[config.mk]
export PLATFORM = sky130hd
export DESIGN_NAME = decode_unit
export DESIGN_NICKNAME = d
export VERILOG_FILES = /design/src/source/mips_decode_pkg.sv /design/src/source/instr_latch.sv /design/src/source/main_decoder.sv /design/src/source/alu_decoder.sv /design/src/source/decode_stage_reg.sv /design/src/source/decode_unit.sv
export SDC_FILE = /design/constraint.sdc
export NUM_CORES = 1
export LEC_CHECK = 0
export ABC_AREA = 0
export BUFFER_PORTS_ARGS = -buffer_cell sky130_fd_sc_hd__buf_4
export CORE_ASPECT_RATIO = 1.1
export CORE_UTILIZATION = 45
export DETAILED_ROUTE_END_ITERATION = 10
export GPL_TIMING_DRIVEN = 0
export HOLD_SLACK_MARGIN = 0.15
export PLACE_DENSITY = 0.77
export RECOVER_POWER = 25
export SLEW_MARGIN = 20
export SYNTH_ARGS = -nofsm -noshare
export SYNTH_HDL_FRONTEND = slang
export SYNTH_SLANG_ARGS = --single-unit
[constraint.sdc]
create_clock -name clk -period 4.9 [get_ports clk]
set_input_delay 0.735 -clock clk [delete_from_list [all_inputs] [get_ports clk]]
set_output_delay 0.735 -clock clk [all_outputs]
set_load 0.1 [all_outputs]
[src/source/mips_decode_pkg.sv]
`default_nettype none

package mips_decode_pkg;

	// instruction word size
	localparam int instr_width = 32;

	// primary opcodes, bits 31:26
	typedef enum logic [5:0] {
		r_type  = 6'h00,
		branchs = 6'h01,
		j       = 6'h02,
		jal     = 6'h03,
		beq     = 6'h04,
		bne     = 6'h05,
		blez    = 6'h06,
		bgtz    = 6'h07,
		addi    = 6'h08,
		addiu   = 6'h09,
		slti    = 6'h0a,
		sltiu   = 6'h0b,
		andi    = 6'h0c,
		ori     = 6'h0d,
		xori    = 6'h0e,
		lui     = 6'h0f,
		cop0    = 6'h10,
		lb      = 6'h20,
		lh      = 6'h21,
		lw      = 6'h23,
		lbu     = 6'h24,
		lhu     = 6'h25,
		sb      = 6'h28,
		sh      = 6'h29,
		sw      = 6'h2b
	} opcode_t;

	// r-type function field, bits 5:0
	typedef enum logic [5:0] {
		sll   = 6'h00,
		srl   = 6'h02,
		sra   = 6'h03,
		sllv  = 6'h04,
		srlv  = 6'h06,
		srav  = 6'h07,
		jr    = 6'h08,
		jalr  = 6'h09,
		mfhi  = 6'h10,
		mthi  = 6'h11,
		mflo  = 6'h12,
		mtlo  = 6'h13,
		mult  = 6'h18,
		multu = 6'h19,
		div   = 6'h1a,
		divu  = 6'h1b,
		add   = 6'h20,
		addu  = 6'h21,
		sub   = 6'h22,
		subu  = 6'h23,
		and_f = 6'h24,
		or_f  = 6'h25,
		xor_f = 6'h26,
		nor_f = 6'h27,
		slt   = 6'h2a,
		sltu  = 6'h2b
	} funct_t;

	// rt field inside the regimm group
	typedef enum logic [4:0] {
		bltz   = 5'h00,
		bgez   = 5'h01,
		bltzal = 5'h10,
		bgezal = 5'h11
	} regimm_t;

	// rs field under cop0
	typedef enum logic [4:0] {
		mfc0 = 5'h00,
		mtc0 = 5'h04,
		eret = 5'h10
	} cop0_rs_t;

	// dst_ra means register 31
	typedef enum logic [1:0] {
		dst_rt = 2'b00,
		dst_rd = 2'b01,
		dst_ra = 2'b10
	} reg_dst_t;

	typedef enum logic [1:0] {
		src_alu = 2'b00,
		src_mem = 2'b01,
		src_cp0 = 2'b10
	} write_src_t;

	// alu_none doubles as the bubble value
	typedef enum logic [4:0] {
		alu_none,
		alu_add,
		alu_addu,
		alu_sub,
		alu_subu,
		alu_and,
		alu_or,
		alu_xor,
		alu_nor,
		alu_slt,
		alu_sltu,
		alu_sll,
		alu_srl,
		alu_sra,
		alu_lui,
		alu_mult,
		alu_multu,
		alu_div,
		alu_divu,
		alu_link
	} alu_op_t;

endpackage

`default_nettype wire

[src/source/instr_latch.sv]
`timescale 1ns/100ps
`default_nettype none

module instr_latch (
	input  wire logic                                    clk,
	input  wire logic                                    rst,
	input  wire logic [mips_decode_pkg::instr_width-1:0] instr,
	input  wire logic                                    instr_valid,
	input  wire logic                                    stall,
	input  wire logic                                    flush,
	output mips_decode_pkg::opcode_t                     op_code,
	output logic [4:0]                                   rs,
	output logic [4:0]                                   rt,
	output logic [4:0]                                   rd,
	output logic [4:0]                                   shamt,
	output mips_decode_pkg::funct_t                      funct,
	output logic [15:0]                                  imm16,
	output logic                                         id_valid
);
	import mips_decode_pkg::*;

	// held instruction word
	logic [instr_width-1:0] instr_q;

	// flush beats stall and stall beats load
	always_ff @(posedge clk) begin
		if (rst || flush) begin
			id_valid <= 1'b0;
		end else if (!stall) begin
			id_valid <= instr_valid;
		end
	end

	// word only moves on a real strobe
	always_ff @(posedge clk) begin
		if (!stall && instr_valid) begin
			instr_q <= instr;
		end
	end

	// field split
	assign op_code = opcode_t'(instr_q[31:26]);
	assign rs      = instr_q[25:21];
	assign rt      = instr_q[20:16];
	assign rd      = instr_q[15:11];
	assign shamt   = instr_q[10:6];
	assign funct   = funct_t'(instr_q[5:0]);
	assign imm16   = instr_q[15:0];

	// fetch side relies on the word staying put across a stall
	a_stall_hold: assert property (@(posedge clk) disable iff (rst)
		(stall && !flush) |=> ($stable(instr_q) && $stable(id_valid)));

endmodule

`default_nettype wire

[src/source/main_decoder.sv]
`timescale 1ns/100ps
`default_nettype none

module main_decoder (
	input  mips_decode_pkg::opcode_t    op_code,
	input  wire logic [4:0]             rs,
	input  wire logic [4:0]             rt,
	input  mips_decode_pkg::funct_t     funct,
	output logic                        reg_write_en,
	output mips_decode_pkg::reg_dst_t   reg_dst,
	output logic                        alu_src_pc,
	output logic                        alu_src_imm,
	output mips_decode_pkg::write_src_t write_src,
	output logic                        hilo_read,
	output logic                        hilo_write_en,
	output logic                        branch,
	output logic                        unsign_extend,
	output logic                        jump,
	output logic                        cp0_write_en,
	output logic                        ri
);
	import mips_decode_pkg::*;

	always_comb begin
		// everything off, rt destination, alu result
		reg_write_en  = 1'b0;
		reg_dst       = dst_rt;
		alu_src_pc    = 1'b0;
		alu_src_imm   = 1'b0;
		write_src     = src_alu;
		hilo_read     = 1'b0;
		hilo_write_en = 1'b0;
		branch        = 1'b0;
		unsign_extend = 1'b0;
		jump          = 1'b0;
		cp0_write_en  = 1'b0;
		ri            = 1'b0;

		case (op_code)
			r_type: begin
				case (funct)
					// hi/lo moves
					mthi, mtlo: begin
						hilo_read     = 1'b1;
						hilo_write_en = 1'b1;
					end
					mfhi, mflo: begin
						reg_write_en = 1'b1;
						reg_dst      = dst_rd;
						hilo_read    = 1'b1;
					end
					mult, multu, div, divu: begin
						reg_write_en  = 1'b1;
						reg_dst       = dst_rd;
						hilo_write_en = 1'b1;
					end
					jr: jump = 1'b1;
					// link address comes through the alu from pc
					jalr: begin
						reg_write_en = 1'b1;
						reg_dst      = dst_rd;
						alu_src_pc   = 1'b1;
						jump         = 1'b1;
					end
					sll, srl, sra, sllv, srlv, srav,
					add, addu, sub, subu,
					and_f, or_f, xor_f, nor_f, slt, sltu: begin
						reg_write_en = 1'b1;
						reg_dst      = dst_rd;
					end
					default: ri = 1'b1;
				endcase
			end
			addi, addiu, slti, sltiu: begin
				reg_write_en = 1'b1;
				alu_src_imm  = 1'b1;
			end
			// logical immediates zero extend
			andi, ori, xori, lui: begin
				reg_write_en  = 1'b1;
				alu_src_imm   = 1'b1;
				unsign_extend = 1'b1;
			end
			lb, lh, lw, lbu, lhu: begin
				reg_write_en = 1'b1;
				alu_src_imm  = 1'b1;
				write_src    = src_mem;
			end
			sb, sh, sw: alu_src_imm = 1'b1;
			beq, bne, blez, bgtz: branch = 1'b1;
			branchs: begin
				case (regimm_t'(rt))
					bltz, bgez: branch = 1'b1;
					bltzal, bgezal: begin
						reg_write_en = 1'b1;
						reg_dst      = dst_ra;
						alu_src_pc   = 1'b1;
						branch       = 1'b1;
					end
					default: ri = 1'b1;
				endcase
			end
			j: jump = 1'b1;
			jal: begin
				reg_write_en = 1'b1;
				reg_dst      = dst_ra;
				alu_src_pc   = 1'b1;
				jump         = 1'b1;
			end
			cop0: begin
				case (cop0_rs_t'(rs))
					mfc0: begin
						reg_write_en = 1'b1;
						reg_dst      = dst_rt;
						write_src    = src_cp0;
					end
					mtc0, eret: cp0_write_en = 1'b1;
					default: ri = 1'b1;
				endcase
			end
			default: ri = 1'b1;
		endcase
	end

endmodule

`default_nettype wire

[src/source/alu_decoder.sv]
`timescale 1ns/100ps
`default_nettype none

module alu_decoder (
	input  mips_decode_pkg::opcode_t op_code,
	input  wire logic [4:0]          rt,
	input  mips_decode_pkg::funct_t  funct,
	output mips_decode_pkg::alu_op_t alu_op
);
	import mips_decode_pkg::*;

	// r-type operation from funct
	alu_op_t r_op;

	always_comb begin
		case (funct)
			add:   r_op = alu_add;
			addu:  r_op = alu_addu;
			sub:   r_op = alu_sub;
			subu:  r_op = alu_subu;
			and_f: r_op = alu_and;
			or_f:  r_op = alu_or;
			xor_f: r_op = alu_xor;
			nor_f: r_op = alu_nor;
			slt:   r_op = alu_slt;
			sltu:  r_op = alu_sltu;
			// variable shifts reuse the fixed ones
			sll, sllv: r_op = alu_sll;
			srl, srlv: r_op = alu_srl;
			sra, srav: r_op = alu_sra;
			mult:  r_op = alu_mult;
			multu: r_op = alu_multu;
			div:   r_op = alu_div;
			divu:  r_op = alu_divu;
			jalr:  r_op = alu_link;
			// jr, hi/lo moves, unlisted
			default: r_op = alu_none;
		endcase
	end

	always_comb begin
		case (op_code)
			r_type: alu_op = r_op;
			addi:   alu_op = alu_add;
			addiu:  alu_op = alu_addu;
			slti:   alu_op = alu_slt;
			sltiu:  alu_op = alu_sltu;
			andi:   alu_op = alu_and;
			ori:    alu_op = alu_or;
			xori:   alu_op = alu_xor;
			lui:    alu_op = alu_lui;
			// address add for memory access
			lb, lh, lw, lbu, lhu, sb, sh, sw: alu_op = alu_addu;
			jal:    alu_op = alu_link;
			branchs: begin
				// only the linking branches use the alu
				if (rt == bltzal || rt == bgezal) begin
					alu_op = alu_link;
				end else begin
					alu_op = alu_none;
				end
			end
			default: alu_op = alu_none;
		endcase
	end

endmodule

`default_nettype wire

[src/source/decode_stage_reg.sv]
`timescale 1ns/100ps
`default_nettype none

module decode_stage_reg (
	input  wire logic                        clk,
	input  wire logic                        rst,
	input  wire logic                        stall,
	input  wire logic                        flush,
	input  wire logic                        id_valid,
	input  wire logic                        reg_write_en,
	input  mips_decode_pkg::reg_dst_t        reg_dst,
	input  wire logic                        alu_src_pc,
	input  wire logic                        alu_src_imm,
	input  mips_decode_pkg::write_src_t      write_src,
	input  wire logic                        hilo_read,
	input  wire logic                        hilo_write_en,
	input  wire logic                        branch,
	input  wire logic                        unsign_extend,
	input  wire logic                        jump,
	input  wire logic                        cp0_write_en,
	input  wire logic                        ri,
	input  mips_decode_pkg::alu_op_t         alu_op,
	input  wire logic [4:0]                  rs,
	input  wire logic [4:0]                  rt,
	input  wire logic [4:0]                  rd,
	input  wire logic [4:0]                  shamt,
	input  wire logic [15:0]                 imm16,
	output logic                             ex_valid,
	output logic                             ex_reg_write_en,
	output mips_decode_pkg::reg_dst_t        ex_reg_dst,
	output logic                             ex_alu_src_pc,
	output logic                             ex_alu_src_imm,
	output mips_decode_pkg::write_src_t      ex_write_src,
	output logic                             ex_hilo_read,
	output logic                             ex_hilo_write_en,
	output logic                             ex_branch,
	output logic                             ex_unsign_extend,
	output logic                             ex_jump,
	output logic                             ex_cp0_write_en,
	output logic                             ex_ri,
	output mips_decode_pkg::alu_op_t         ex_alu_op,
	output logic [4:0]                       ex_rs,
	output logic [4:0]                       ex_rt,
	output logic [4:0]                       ex_rd,
	output logic [4:0]                       ex_shamt,
	output logic [15:0]                      ex_imm16
);
	import mips_decode_pkg::*;

	// bubble on reset, flush, or an empty id slot
	logic bubble;

	assign bubble = rst || flush || (!stall && !id_valid);

	always_ff @(posedge clk) begin
		if (bubble) begin
			ex_valid         <= 1'b0;
			ex_reg_write_en  <= 1'b0;
			ex_reg_dst       <= dst_rt;
			ex_alu_src_pc    <= 1'b0;
			ex_alu_src_imm   <= 1'b0;
			ex_write_src     <= src_alu;
			ex_hilo_read     <= 1'b0;
			ex_hilo_write_en <= 1'b0;
			ex_branch        <= 1'b0;
			ex_unsign_extend <= 1'b0;
			ex_jump          <= 1'b0;
			ex_cp0_write_en  <= 1'b0;
			ex_ri            <= 1'b0;
			ex_alu_op        <= alu_none;
		end else if (!stall) begin
			ex_valid         <= 1'b1;
			ex_reg_write_en  <= reg_write_en;
			ex_reg_dst       <= reg_dst;
			ex_alu_src_pc    <= alu_src_pc;
			ex_alu_src_imm   <= alu_src_imm;
			ex_write_src     <= write_src;
			ex_hilo_read     <= hilo_read;
			ex_hilo_write_en <= hilo_write_en;
			ex_branch        <= branch;
			ex_unsign_extend <= unsign_extend;
			ex_jump          <= jump;
			ex_cp0_write_en  <= cp0_write_en;
			ex_ri            <= ri;
			ex_alu_op        <= alu_op;
		end
	end

	// register fields ride along with the word
	always_ff @(posedge clk) begin
		if (!stall) begin
			ex_rs    <= rs;
			ex_rt    <= rt;
			ex_rd    <= rd;
			ex_shamt <= shamt;
			ex_imm16 <= imm16;
		end
	end

	// a reserved word must never reach write back
	a_ri_no_write: assert property (@(posedge clk) disable iff (rst)
		!(ex_ri && ex_reg_write_en));

	// flushed slot is empty next cycle
	a_flush_bubble: assert property (@(posedge clk) disable iff (rst)
		flush |=> !ex_valid);

endmodule

`default_nettype wire

[src/source/decode_unit.sv]
`timescale 1ns/100ps
`default_nettype none

module decode_unit (
	input  wire logic                                    clk,
	input  wire logic                                    rst,
	input  wire logic [mips_decode_pkg::instr_width-1:0] instr,
	input  wire logic                                    instr_valid,
	input  wire logic                                    stall,
	input  wire logic                                    flush,
	output logic                                         ex_valid,
	output logic                                         ex_reg_write_en,
	output mips_decode_pkg::reg_dst_t                    ex_reg_dst,
	output logic                                         ex_alu_src_pc,
	output logic                                         ex_alu_src_imm,
	output mips_decode_pkg::write_src_t                  ex_write_src,
	output logic                                         ex_hilo_read,
	output logic                                         ex_hilo_write_en,
	output logic                                         ex_branch,
	output logic                                         ex_unsign_extend,
	output logic                                         ex_jump,
	output logic                                         ex_cp0_write_en,
	output logic                                         ex_ri,
	output mips_decode_pkg::alu_op_t                     ex_alu_op,
	output logic [4:0]                                   ex_rs,
	output logic [4:0]                                   ex_rt,
	output logic [4:0]                                   ex_rd,
	output logic [4:0]                                   ex_shamt,
	output logic [15:0]                                  ex_imm16
);
	import mips_decode_pkg::*;

	// id stage fields
	opcode_t     op_code;
	funct_t      funct;
	logic [4:0]  rs;
	logic [4:0]  rt;
	logic [4:0]  rd;
	logic [4:0]  shamt;
	logic [15:0] imm16;
	logic        id_valid;

	// decoded controls
	logic        reg_write_en;
	reg_dst_t    reg_dst;
	logic        alu_src_pc;
	logic        alu_src_imm;
	write_src_t  write_src;
	logic        hilo_read;
	logic        hilo_write_en;
	logic        branch;
	logic        unsign_extend;
	logic        jump;
	logic        cp0_write_en;
	logic        ri;
	alu_op_t     alu_op;

	instr_latch u_latch (
		.clk(clk), .rst(rst), .instr(instr), .instr_valid(instr_valid),
		.stall(stall), .flush(flush), .op_code(op_code), .rs(rs), .rt(rt),
		.rd(rd), .shamt(shamt), .funct(funct), .imm16(imm16), .id_valid(id_valid)
	);

	main_decoder u_main_dec (
		.op_code(op_code), .rs(rs), .rt(rt), .funct(funct),
		.reg_write_en(reg_write_en), .reg_dst(reg_dst), .alu_src_pc(alu_src_pc),
		.alu_src_imm(alu_src_imm), .write_src(write_src), .hilo_read(hilo_read),
		.hilo_write_en(hilo_write_en), .branch(branch), .unsign_extend(unsign_extend),
		.jump(jump), .cp0_write_en(cp0_write_en), .ri(ri)
	);

	alu_decoder u_alu_dec (
		.op_code(op_code), .rt(rt), .funct(funct), .alu_op(alu_op)
	);

	// id/ex boundary
	decode_stage_reg u_id_ex (
		.clk(clk), .rst(rst), .stall(stall), .flush(flush), .id_valid(id_valid),
		.reg_write_en(reg_write_en), .reg_dst(reg_dst), .alu_src_pc(alu_src_pc),
		.alu_src_imm(alu_src_imm), .write_src(write_src), .hilo_read(hilo_read),
		.hilo_write_en(hilo_write_en), .branch(branch), .unsign_extend(unsign_extend),
		.jump(jump), .cp0_write_en(cp0_write_en), .ri(ri), .alu_op(alu_op),
		.rs(rs), .rt(rt), .rd(rd), .shamt(shamt), .imm16(imm16),
		.ex_valid(ex_valid), .ex_reg_write_en(ex_reg_write_en),
		.ex_reg_dst(ex_reg_dst), .ex_alu_src_pc(ex_alu_src_pc),
		.ex_alu_src_imm(ex_alu_src_imm), .ex_write_src(ex_write_src),
		.ex_hilo_read(ex_hilo_read), .ex_hilo_write_en(ex_hilo_write_en),
		.ex_branch(ex_branch), .ex_unsign_extend(ex_unsign_extend),
		.ex_jump(ex_jump), .ex_cp0_write_en(ex_cp0_write_en), .ex_ri(ex_ri),
		.ex_alu_op(ex_alu_op), .ex_rs(ex_rs), .ex_rt(ex_rt), .ex_rd(ex_rd),
		.ex_shamt(ex_shamt), .ex_imm16(ex_imm16)
	);

endmodule

`default_nettype wire

==> results by stage <==
Final layout:
- The final antenna diode count is 0.
- Of the cells placed in the final design, the portion with a size suffix greater than 1 is 31.6%.
- The finished layout cell area is between 4000 and 5000 um2.
- The number of fill cells is 646.
- The number of standard cells in the final layout excluding fillers is 522.
- For this run, the post-layout net count is 451.
- The layout-stage area growth over the synthesis result is 27.5%.

Synthesis:
- Counting flops with an async set or reset pin after synthesis yields a share of 0%.
- The largest total area in the synthesized netlist belongs to edfxtp_1.
- The share of synthesized area in the top cell type comes to 47.9%.
- The sequential element share of the synthesized area is 62.2%.
- In the post-synthesis netlist, the biggest area contributors are edfxtp_1 (48%), dfxtp_1 (14%), a21oi_1 (3.6%).
- The netlist area before placement is 3640 um2.
- The count of distinct cell types in the synthesized netlist is 55.
- The most numerous cell in the Yosys netlist is edfxtp_1.
- The mean instance size in the synthesized netlist is 11.9 um2.
- Synthesis handed over a netlist of between 300 and 400 instances.
- After synthesis the netlist holds a flip-flop and latch count of 84.
- Synthesis produced a netlist with a net count of 349.
- The commonest cells after synthesis are edfxtp_1 (58), a21oi_1 (26), dfxtp_1 (26).
- The number of enable flip-flop cells after synthesis is 58.
- For this run, the number of Yosys warnings is 0.
- In the synthesized netlist the dominant register cell turns out to be edfxtp_1.

Floorplan:
- The die extent in y is slightly below 100 um.
- The total area inside the core boundary comes to 7870 um2.
- Once the floorplan was initialized, standard cells occupied 46.2% of the core.
- During I/O placement, the number of pins put on the boundary was 93.
- In this run the core area contains 34 standard-cell rows.
- The die is 87.8 um wide.
- The die covers 8450 um2.

Global route:
- The global-route met3 utilization is 5.57%.
- The number of global-route vias before repair is 2510.
- The fraction of met2 tracks used by global routing is between 30% and 40%.
- The initial antenna violation count is 0.
- The routing usage on met1 is around a quarter.
- For this run, the total global-route usage over all layers was measured as 20.0%.
- The aggregate global routing overflow is 0.
- The busiest layer in global routing is met2.
- Entering global routing, the biggest net connects 41 pins.
- The wire length of the first global-routing pass is 12.5 mm.

Worst setup path:
- The worst path arrival time is roughly 2.7 ns.
- Along the worst path, the maximum fanout reaches 40.
- The setup path with the least slack is of type primary input to flip-flop.
- The data required time at the worst endpoint is about 5.1 ns.
- STA classifies the critical path startpoint as a primary input.
- The endpoint kind of the worst setup timing path is a flip-flop.

Worst hold path:
- The min-delay analysis places its worst path in the category flip-flop to flip-flop.

CTS:
- In this run the number of H-tree levels came out at 3.
- The cell sitting at the root of the clock tree is a clkbuf_8.
- TritonCTS built the clock tree.
- The later pin in the worst-skew pair is clocked with a latency of 0.35 ns.
- The clock-pin transition on the worst setup and hold timing paths is 0.07 ns.
- Gates resized during post-CTS repair numbered 0.
- The number of sinks on the clock net is 84.
- Post-CTS timing repair inserted 0 buffers for setup.
- The hold buffer count at CTS is 0.
- The TritonCTS buffer count is 9.
- No sink is reached through more buffers than the 2 on the longest clock path.

Drt:
- After detailed routing, the average wire length per cell comes to approximately 15 um.
- The first detailed-routing pass ran for 7 iterations.
- The total wirelength of the detailed-routed design is around 8 mm.
- After the first detailed-routing iteration, the DRC count stood at 177.
- The remaining antenna violation count after routing is 0.
- The final route contains 2790 vias.
- The mean number of vias per cell is approximately 5.3.
- The detailed-route DRC error count is 0.

STA:
- The timing-limited maximum frequency is 407 MHz.
- The number of failing hold endpoints at the final stage was 0.
- The final worst clock skew is 0.0101 ns.
- The clock period minus worst slack is 2.46 ns.
- The ratio of final minimum period to clock period is between 50% and 60%.
- The transition time of the tightest slew-check pin is 0.992 ns.
- Setup violations remaining at the end of the flow were counted as 0.
- Setup repair after global routing left no endpoint under its margin.
- Headroom to the max-slew limit came out at 33.5%.
- The number of pins exceeding their max-slew limit in the final report was 0.
- Setup total negative slack on the finished layout was measured at 0 ns.

Place:
- The count of port buffers added during placement is 91.
- The final weighted congestion in routability-driven placement is 0.877.
- The placed standard-cell area is 4460 um2.
- Detailed placement finished with a half-perimeter wire length of 5.83 mm.
- The number of placed instances, taps included, is 506.

Power and ir drop:
- The worst IR drop on VDD is 0.000186 V.
- The power density over the cells is 347 nW/um2.
- The leakage dissipation is 0.00179 uW.

Run status:
- The run finished with clean final reports.

Run:
- Across the run, the number of max-cap violations was 0.
==> final timing paths <==
kind	slack, ns	cells after the start	from	end
max reg2reg	3.03	6	u_latch.instr_q[28]$_DFFE_PP_	u_id_ex.ex_write_src[1]$_SDFFE_PP0N_
min	0.42	0	u_latch.instr_q[13]$_DFFE_PP_	u_id_ex.ex_rd[2]$_DFFE_PN_
min reg2reg	0.42	0	u_latch.instr_q[13]$_DFFE_PP_	u_id_ex.ex_rd[2]$_DFFE_PN_
max	2.44	11	stall	u_alu_dec.r_op[2]$_DFF_P_
==> stage by stage <==
step	setup WS [ns]	util (%)	total power, uW	hold WS, ns
final	2.44	59.0	1610	0.423
after floorplan	2.43	-	1060	0.400
after global routing	2.28	59.0	1670	0.437
after detailed placement	2.09	56.6	1150	0.405
after global placement	2.13	56.6	1140	0.400
after CTS	2.47	59.1	1620	0.424
==> registers in the layout (all words and copies together), names as in the netlist <==
signal,cells
u_alu_dec.r_op,5
u_id_ex.ex_alu_op,5
u_id_ex.ex_alu_src_imm,1
u_id_ex.ex_alu_src_pc,1
u_id_ex.ex_branch,1
u_id_ex.ex_cp0_write_en,1
u_id_ex.ex_hilo_read,1
u_id_ex.ex_hilo_write_en,1
u_id_ex.ex_imm16,12
u_id_ex.ex_jump,1
u_id_ex.ex_rd,4
u_id_ex.ex_reg_dst,2
u_id_ex.ex_reg_write_en,1
u_id_ex.ex_ri,1
u_id_ex.ex_rs,5
u_id_ex.ex_rt,5
u_id_ex.ex_unsign_extend,1
u_id_ex.ex_valid,1
u_id_ex.ex_write_src,2
u_latch.id_valid,1
u_latch.instr_q,32
==> metal layers <==
layer  wire, um  vias to the layer above
met1       3430                     1306
li1           -                     1339
met3        587                       15
met4        108                        0
met5          0                        -
met2       3900                      130
==> area by class of cell <==
class / instances / area [um2] / share of cell area (%)
Timing Repair Buffer: 91 / 676 / 14.6
Tap cell: 108 / 135 / 2.91
Buffer: 26 / 160 / 3.45
Clock buffer: 10 / 128 / 2.75
Sequential cell: 84 / 2260 / 48.7
Multi-Input combinational cell: 185 / 1170 / 25.2
Clock inverter: 6 / 62.6 / 1.35
Inverter: 12 / 50.0 / 1.08
==> critical path, stage by stage <==
cell,delay [ns]
buf_4,0.16
nand2b_1,0.17
buf_6,0.15
inv_6,0.29
mux2i_2,0.38
inv_1,0.13
ha_1,0.21
inv_1,0.08
mux2i_1,0.07
mux2i_1,0.18
o21ai_0,0.11
==> where the power goes <==
part	switching, uW	internal, uW	total [uW]
registers	20.5	800	820
clock network	242	236	478
logic	227	82.7	310
total	490	1120	1610
==> kinds of logic after synthesis <==
kind of cell / synth area share, %
simple gates: 14.2
fa+ha+maj: 1.72
mux: 2.72
flops: 62.2
xor+xnor: 0.241
compound gates: 13.2
buf+inv: 5.78
==> placed cells by master (no fill, tap or decap), drive strengths merged, types with 7 or more instances in the layout <==
cell / instances
buf: 83
edfxtp: 58
clkbuf: 44
a21oi: 26
dfxtp: 26
nor2: 24
nand2: 23
inv: 12
nor3: 11
nand3: 9
mux2i: 8
o21ai: 8
nand2b: 7
Note: power is estimated with default switching activity, not from simulation.
